$ cat config.mk
export PLATFORM = sky130hd
export DESIGN_NAME = countdown_timer
export DESIGN_NICKNAME = d
export VERILOG_FILES = /design/src/timer_pkg.sv /design/src/countdown_core.sv /design/src/countdown_timer.sv /design/src/display_scan.sv /design/src/preset_latch.sv /design/src/tick_gen.sv
export VERILOG_INCLUDE_DIRS = /design/src
export SDC_FILE = /design/constraint.sdc
export NUM_CORES = 1
export LEC_CHECK = 0
export CORE_ASPECT_RATIO = 0.9
export CORE_UTILIZATION = 64
export DETAILED_ROUTE_END_ITERATION = 10
export DONT_BUFFER_PORTS = 1
export PLACE_DENSITY = 0.85
export SLEW_MARGIN = 20
export SYNTH_ARGS = -nofsm -noshare
export SYNTH_HDL_FRONTEND = slang
export SYNTH_HIERARCHICAL = 1
export SYNTH_SLANG_ARGS = --single-unit
$ cat constraint.sdc
create_clock -name clk -period 2.65 [get_ports clk]
set_input_delay 0.1325 -clock clk [delete_from_list [all_inputs] [get_ports clk]]
set_output_delay 0.1325 -clock clk [all_outputs]
set_load 0.03 [all_outputs]
$ cat src/timer_defs.svh
`ifndef TIMER_DEFS_SVH
`define TIMER_DEFS_SVH

// clk cycles per one-second strobe, 50 MHz board clock
`define TIMER_TICK_DIV 50000000

// clk cycles each digit stays selected during the scan
`define TIMER_SCAN_DIV 4

// digits on the seven-segment display, hh mm ss
`define TIMER_NUM_DIGITS 6

// separator nibble between the fields of the display word
`define TIMER_BLANK_NIBBLE 4'hf

`endif

$ cat src/timer_pkg.sv
package timer_pkg;

    // one BCD digit
    typedef logic [3:0] bcd_digit_t;

    // hh:mm:ss as six BCD digits, hours in the top bits
    typedef struct packed {
        bcd_digit_t hr_10;
        bcd_digit_t hr_1;
        bcd_digit_t min_10;
        bcd_digit_t min_1;
        bcd_digit_t sec_10;
        bcd_digit_t sec_1;
    } hms_time_t;

    // display word, msb first
    // hr_10 hr_1 blank min_10 min_1 blank sec_10 sec_1
    typedef logic [31:0] disp_word_t;

    // countdown core FSM
    typedef enum logic [1:0] {
        IDLE = 2'd0,
        RUN  = 2'd1,
        DONE = 2'd2
    } core_state_t;

endpackage

$ cat src/countdown_core.sv
`timescale 1ns/1ps

module countdown_core
    import timer_pkg::*;
(
    input  logic      clk,
    input  logic      rst_n,
    input  logic      sec_tick,
    input  logic      go,
    input  hms_time_t preset,
    output hms_time_t cur_time,
    output logic      finish
);

    core_state_t state;
    logic        time_zero;

    // one second less, borrowing upward through the digits
    // only called on a nonzero time, so hr_10 never underflows
    function automatic hms_time_t dec_time(input hms_time_t t);
        hms_time_t r;
        r = t;
        if (t.sec_1 != 4'd0) begin
            r.sec_1 = t.sec_1 - 4'd1;
        end else begin
            r.sec_1 = 4'd9;
            if (t.sec_10 != 4'd0) begin
                r.sec_10 = t.sec_10 - 4'd1;
            end else begin
                r.sec_10 = 4'd5;
                if (t.min_1 != 4'd0) begin
                    r.min_1 = t.min_1 - 4'd1;
                end else begin
                    r.min_1 = 4'd9;
                    if (t.min_10 != 4'd0) begin
                        r.min_10 = t.min_10 - 4'd1;
                    end else begin
                        r.min_10 = 4'd5;
                        if (t.hr_1 != 4'd0) begin
                            r.hr_1 = t.hr_1 - 4'd1;
                        end else begin
                            r.hr_1  = 4'd9;
                            r.hr_10 = t.hr_10 - 4'd1;
                        end
                    end
                end
            end
        end
        return r;
    endfunction

    // every digit within its BCD range
    function automatic logic digits_legal(input hms_time_t t);
        logic ok;
        ok = (t.hr_10 <= 4'd9) && (t.hr_1 <= 4'd9) &&
             (t.min_10 <= 4'd5) && (t.min_1 <= 4'd9) &&
             (t.sec_10 <= 4'd5) && (t.sec_1 <= 4'd9);
        return ok;
    endfunction

    assign time_zero = (cur_time == '0);

    always_ff @(posedge clk) begin
        if (!rst_n) begin
            state    <= IDLE;
            cur_time <= '0;
        end else if (!go) begin
            // idle tracks the preset, also the way out of DONE
            state    <= IDLE;
            cur_time <= preset;
        end else begin
            case (state)
                IDLE, RUN: begin
                    if (sec_tick && time_zero) begin
                        state <= DONE;
                    end else begin
                        state <= RUN;
                        if (sec_tick) begin
                            cur_time <= dec_time(cur_time);
                        end
                    end
                end
                DONE: begin
                    // hold at zero until go drops
                    state <= DONE;
                end
                default: begin
                    state <= IDLE;
                end
            endcase
        end
    end

    assign finish = (state == DONE);

    a_finish_at_zero: assert property (
        @(posedge clk) disable iff (!rst_n)
        finish |-> time_zero
    ) else $error("finish high with nonzero time");

    a_digits_legal: assert property (
        @(posedge clk) disable iff (!rst_n)
        digits_legal(cur_time)
    ) else $error("illegal BCD digit in cur_time");

endmodule

$ cat src/countdown_timer.sv
`timescale 1ns/1ps
`include "timer_defs.svh"

module countdown_timer
    import timer_pkg::*;
#(
    parameter int unsigned tick_div = `TIMER_TICK_DIV
) (
    input  logic       clk,
    input  logic       rst_n,
    input  logic       load,
    input  logic       go,
    input  disp_word_t preset_in,
    output disp_word_t display_word,
    output logic       finish,
    output logic [5:0] digit_sel,
    output logic [6:0] seg
);

    logic      sec_tick;
    hms_time_t preset;
    hms_time_t cur_time;

    tick_gen #(
        .tick_div (tick_div)
    ) u_tick_gen (
        .clk      (clk),
        .rst_n    (rst_n),
        .sec_tick (sec_tick)
    );

    preset_latch u_preset_latch (
        .clk       (clk),
        .rst_n     (rst_n),
        .load      (load),
        .preset_in (preset_in),
        .preset    (preset)
    );

    countdown_core u_countdown_core (
        .clk      (clk),
        .rst_n    (rst_n),
        .sec_tick (sec_tick),
        .go       (go),
        .preset   (preset),
        .cur_time (cur_time),
        .finish   (finish)
    );

    display_scan u_display_scan (
        .clk          (clk),
        .rst_n        (rst_n),
        .cur_time     (cur_time),
        .display_word (display_word),
        .digit_sel    (digit_sel),
        .seg          (seg)
    );

endmodule

$ cat src/display_scan.sv
`timescale 1ns/1ps
`include "timer_defs.svh"

module display_scan
    import timer_pkg::*;
(
    input  logic       clk,
    input  logic       rst_n,
    input  hms_time_t  cur_time,
    output disp_word_t display_word,
    output logic [5:0] digit_sel,
    output logic [6:0] seg
);

    localparam int unsigned scan_w = (`TIMER_SCAN_DIV > 1) ? $clog2(`TIMER_SCAN_DIV) : 1;

    logic [scan_w-1:0] scan_cnt;
    logic              scan_wrap;
    logic [2:0]        digit_idx;
    logic [2:0]        next_idx;

    // active low, seg[6] is a and seg[0] is g
    function automatic logic [6:0] seg_decode(input bcd_digit_t d);
        logic [6:0] s;
        case (d)
            4'd0:    s = 7'b0000001;
            4'd1:    s = 7'b1001111;
            4'd2:    s = 7'b0010010;
            4'd3:    s = 7'b0000110;
            4'd4:    s = 7'b1001100;
            4'd5:    s = 7'b0100100;
            4'd6:    s = 7'b0100000;
            4'd7:    s = 7'b0001111;
            4'd8:    s = 7'b0000000;
            4'd9:    s = 7'b0000100;
            default: s = 7'b1111111;
        endcase
        return s;
    endfunction

    // scan order, seconds units first
    function automatic bcd_digit_t pick_digit(input hms_time_t t, input logic [2:0] idx);
        bcd_digit_t d;
        case (idx)
            3'd0:    d = t.sec_1;
            3'd1:    d = t.sec_10;
            3'd2:    d = t.min_1;
            3'd3:    d = t.min_10;
            3'd4:    d = t.hr_1;
            default: d = t.hr_10;
        endcase
        return d;
    endfunction

    assign display_word = {cur_time.hr_10, cur_time.hr_1, `TIMER_BLANK_NIBBLE,
                           cur_time.min_10, cur_time.min_1, `TIMER_BLANK_NIBBLE,
                           cur_time.sec_10, cur_time.sec_1};

    assign scan_wrap = (scan_cnt == scan_w'(`TIMER_SCAN_DIV - 1));

    always_comb begin
        next_idx = digit_idx;
        if (scan_wrap) begin
            next_idx = (digit_idx == 3'(`TIMER_NUM_DIGITS - 1)) ? 3'd0 : digit_idx + 3'd1;
        end
    end

    // seg follows the same index as digit_sel, so both move together
    always_ff @(posedge clk) begin
        if (!rst_n) begin
            scan_cnt  <= '0;
            digit_idx <= 3'd0;
            digit_sel <= 6'b000001;
            seg       <= seg_decode(4'd0);
        end else begin
            scan_cnt  <= scan_wrap ? '0 : scan_cnt + 1'b1;
            digit_idx <= next_idx;
            seg       <= seg_decode(pick_digit(cur_time, next_idx));
            if (scan_wrap) begin
                digit_sel <= {digit_sel[4:0], digit_sel[5]};
            end
        end
    end

    a_sel_onehot: assert property (
        @(posedge clk) disable iff (!rst_n)
        $onehot(digit_sel)
    ) else $error("digit_sel not one-hot");

endmodule

$ cat src/preset_latch.sv
`timescale 1ns/1ps

module preset_latch
    import timer_pkg::*;
(
    input  logic       clk,
    input  logic       rst_n,
    input  logic       load,
    input  disp_word_t preset_in,
    output hms_time_t  preset
);

    hms_time_t raw;
    hms_time_t clean;

    // units digits saturate at 9
    function automatic bcd_digit_t clamp_units(input bcd_digit_t d);
        bcd_digit_t r;
        r = (d > 4'd9) ? 4'd9 : d;
        return r;
    endfunction

    // tens of minutes and seconds saturate at 5
    function automatic bcd_digit_t clamp_tens(input bcd_digit_t d);
        bcd_digit_t r;
        r = (d > 4'd5) ? 4'd5 : d;
        return r;
    endfunction

    // pull the digits out of the display layout, blanks dropped
    always_comb begin
        raw.hr_10  = preset_in[31:28];
        raw.hr_1   = preset_in[27:24];
        raw.min_10 = preset_in[19:16];
        raw.min_1  = preset_in[15:12];
        raw.sec_10 = preset_in[7:4];
        raw.sec_1  = preset_in[3:0];
    end

    always_comb begin
        clean.hr_10  = clamp_units(raw.hr_10);
        clean.hr_1   = clamp_units(raw.hr_1);
        clean.min_10 = clamp_tens(raw.min_10);
        clean.min_1  = clamp_units(raw.min_1);
        clean.sec_10 = clamp_tens(raw.sec_10);
        clean.sec_1  = clamp_units(raw.sec_1);
    end

    always_ff @(posedge clk) begin
        if (!rst_n) begin
            preset <= '0;
        end else if (load) begin
            preset <= clean;
        end
    end

    // tens fields must be valid for the countdown borrow
    a_tens_legal: assert property (
        @(posedge clk) disable iff (!rst_n)
        (preset.min_10 <= 4'd5) && (preset.sec_10 <= 4'd5)
    ) else $error("preset tens digit above 5");

endmodule

$ cat src/tick_gen.sv
`timescale 1ns/1ps
`include "timer_defs.svh"

module tick_gen #(
    parameter int unsigned tick_div = `TIMER_TICK_DIV
) (
    input  logic clk,
    input  logic rst_n,
    output logic sec_tick
);

    // a divider of 1 still needs a one-bit counter
    localparam int unsigned cnt_w = (tick_div > 1) ? $clog2(tick_div) : 1;

    logic [cnt_w-1:0] cnt;
    logic             wrap;

    assign wrap = (cnt == cnt_w'(tick_div - 1));

    always_ff @(posedge clk) begin
        if (!rst_n) begin
            cnt <= '0;
        end else if (wrap) begin
            cnt <= '0;
        end else begin
            cnt <= cnt + 1'b1;
        end
    end

    // strobe is registered, lands in the cycle after the wrap
    always_ff @(posedge clk) begin
        if (!rst_n) begin
            sec_tick <= 1'b0;
        end else begin
            sec_tick <= wrap;
        end
    end

    generate
        if (tick_div > 1) begin : g_tick_chk
            // strobe never lasts more than one cycle
            a_single_cycle: assert property (
                @(posedge clk) disable iff (!rst_n)
                sec_tick |=> !sec_tick
            ) else $error("sec_tick high in two consecutive cycles");
        end
    endgenerate

endmodule

==> flow_metrics.tcl <==
set metrics [dict create \
    pin_count 82 \
    globalplace.congestion 0.873 \
    first_global_vias 4210 \
    clock_skew_ns 0.0107 \
    holdWs_ns 0.0151 \
    power_mw 3.26 \
    seqPwrFrac 0.485 \
    setup_violations 0 \
    num_vias 4380 \
    status "completed" \
    grtUsageTotal 0.302 \
    cts_sinks 95 \
    drc 0 \
    yosys.area.top_type_share 0.371 \
    p_comb_frac 0.124 \
    worstHoldPathType "input port to register" \
    hold_viol_final 0 \
    die_area_um2 8380 \
    diodes 0 \
    r2r-start "u_countdown_core/cur_time[9]" \
    synth_seq_cells 95 \
    fp.dieH_um 86.9 \
    startpoint_type "register" \
    vias_per_cell 6.35 \
    syn2layout_area_growth_pct 10.4 \
    slowest_stage "nor4_1" \
    antenna_found_initial 0 \
    clock_latency_ns 0.36 \
    die_w_um 96.4 \
    core_area_um2 7660 \
    firstDrtPassIters 5 \
    synthesis.instances 571 \
    cts_made_buffers 9 \
    finalCritPeriodShare 0.941 \
    synthArstFlopShare 0 \
    rsz0062_at_grt "no" \
    setup_tns_ns 0 \
    criticalPathCategory "register to register" \
    postCtsSetupBuffers 0 \
    cts_tree "built" \
    layout_setup_ws_ns 0.157 \
    syn_area_um2 5130 \
    period_needed_ns 2.49 \
    synth_area_leaders "dfxtp_1 (37%), buf_4 (5.3%), mux2i_1 (4.1%), a21oi_1 (4.0%), o21ai_0 (3.3%)" \
    wl_um 12200 \
    power.density_nw_per_um2 576 \
    portBuffers 0 \
    final_antenna_net_count 0 \
    swShare 0.259 \
    ir_drop_v 0.000426 \
    ys_types 77 \
    startpoint "u_countdown_core/cur_time[9]" \
    cap_violations 0 \
    cts_buffer_depth 2 \
    first_iter_violations 260 \
    pre_cts_ws_ns 0.249 \
    grt_max_degree 43 \
    maxSlewHeadroom 0.424 \
    worst_pin_slew_ns 0.862 \
    min-delay-start "preset_in[6]" \
    clk_pin_slew_ns 0.09 \
    start_util 0.670 \
    avgSynthCellArea_um2 8.99 \
    required_ns 2.91 \
    overflow 0 \
    fmax_mhz 401 \
    synth_edf_count 0 \
    dp_hpwl_um 8010 \
    wl_per_cell_um 17.7 \
    p_clk_frac 0.391 \
    yosysSeqAreaShare 0.371 \
    grt_pass1_wl_um 19600 \
    worstSetupEndpointType "register" \
    crit_arrival_ns 2.75 \
    drv_slew 0 \
    power.internal_mw 2.42 \
    leakage_nw 2.05 \
    cts_max_level 3 \
    ctsRootBufferMaster "clkbuf_8" \
    final_nets 635 \
    p_switching_mw 0.845 \
    cp_slowest_stage_delay_ns 0.64 \
    crit_path_max_fanout 7 \
    synth_flop_cell "dfxtp_1" \
    crit_chain "nor4_1 > nand4_1 > a21oi_2 > or3b_1 > a32o_1" \
    yosys.area.top_type "dfxtp_1" \
    yosys_warnings 6 \
    core.rowCount 30 \
    drive_above_1_share 0.121 \
]
[routing by layer]
metal  up-vias  share of wire  track usage
met4         0          0.038        0.111
met1      2095           0.41        0.357
li1       2084              -            -
met2       159           0.50        0.532
met5         -              0            0
met3        42          0.055       0.0689
[Yosys cell counts, types with 6 or more instances]
library cell / number
mux2i_1: 21
buf_2: 8
nand4_1: 11
inv_1: 13
nand2_1: 22
a21oi_1: 41
nand3_1: 14
dfxtp_1: 95
o21ai_1: 9
nor3_1: 6
and2_1: 6
buf_4: 36
a31oi_1: 11
ha_1: 10
nor4_1: 6
or4_1: 8
nand2b_1: 12
xnor2_1: 9
buf_6: 6
o31ai_1: 12
or3_1: 7
a211oi_1: 10
xor2_1: 10
nor2_1: 43
nor2b_1: 15
nand3b_1: 15
and3_1: 6
o21ai_0: 34
[stage by stage]
step                instance area (um2)  utilization  cells
finish                             5660        0.740    690
global route                       5660        0.740    690
CTS                                5650        0.738    689
detailed placement                 5020        0.656    640
global placement                   5020        0.656    640
floorplan                          5160            -    578
[cell type report]
type                    count  area (um2)
multi-input cells         412        2790
fillers                   546        1990
clock buffers              10         138
inverters                  15        56.3
repair buffers             56         526
flip-flops and latches     95        1900
well taps                  96         120
clock inverters             6         138
[registers in the layout, indices dropped and copies added (netlist names)]
signal,flops
u_countdown_core/cur_time,24
u_tick_gen/sec_tick,1
u_display_scan/digit_idx,3
u_countdown_core/state,2
u_tick_gen/cnt,26
u_display_scan/scan_cnt,2
u_display_scan/digit_sel,6
u_display_scan/seg,7
u_preset_latch/preset,24
[power groups by stage]
stage                     Combinational [mW]  Clock [mW]  Sequential (mW)
after floorplan                        0.325           0             1.59
after global placement                 0.313           0             1.61
after detailed placement               0.325           0             1.61
after CTS                              0.395        1.29             1.58
after global routing                   0.437        1.33             1.59
final                                  0.406        1.27             1.58
[placed cells by master, fill, tap and decap left out, types with 5 or more instances in the layout]
cell and n:
a211oi_1 10, a21oi_1 41, a31oi_1 11, and2_1 6, and3_1 6, buf_4 22
clkbuf_8 10, conb_1 8, dfxtp_1 95, dlygate4sd3_1 32, ha_1 10, inv_1 13
mux2i_1 21, nand2_1 22, nand2b_1 12, nand3_1 14, nand3b_1 15, nand4_1 11
nor2_1 43, nor2b_1 15, nor3_1 6, nor4_1 5, o21ai_0 34, o21ai_1 9
o31ai_1 12, or3_1 7, or4_1 8, xnor2_1 9, xor2_1 10
[worst max-delay path, delay by kind of cell (launching register included)]
kind | cells | cell delay (ns)
compound gates | 2 | 0.55
flops | 1 | 0.47
simple gates | 3 | 1.37
[final timing paths]
check / slack (ns) / end / depth (start not counted)
setup reg to reg: 0.16 / u_countdown_core/cur_time[15] / 5
hold / removal: 0.02 / u_preset_latch/preset[6] / 2
hold reg to reg: 0.43 / u_display_scan/scan_cnt[0] / 1
setup / recovery: 0.16 / u_countdown_core/cur_time[15] / 5
[cells by family after synthesis]
logic type                 after synthesis  share of synthesized area
DFF                                     95                      0.371
adders and majority gates               10                     0.0244
buffers and inverters                   71                     0.0929
xor gates and xnor gates                19                     0.0324
other                                    1                   0.000731
AOI/OAI and AO/OA                      147                      0.186
muxes                                   25                     0.0497
and+or+nand+nor                        203                      0.243
[repair_timing]
action	in CTS	in global routing
hold buffers	33	1
endpoints found under the setup margin	0	1
endpoints found under the hold margin	65	1
gates resized for setup	0	1
No activity file was read; power rests on OpenSTA's default activity.
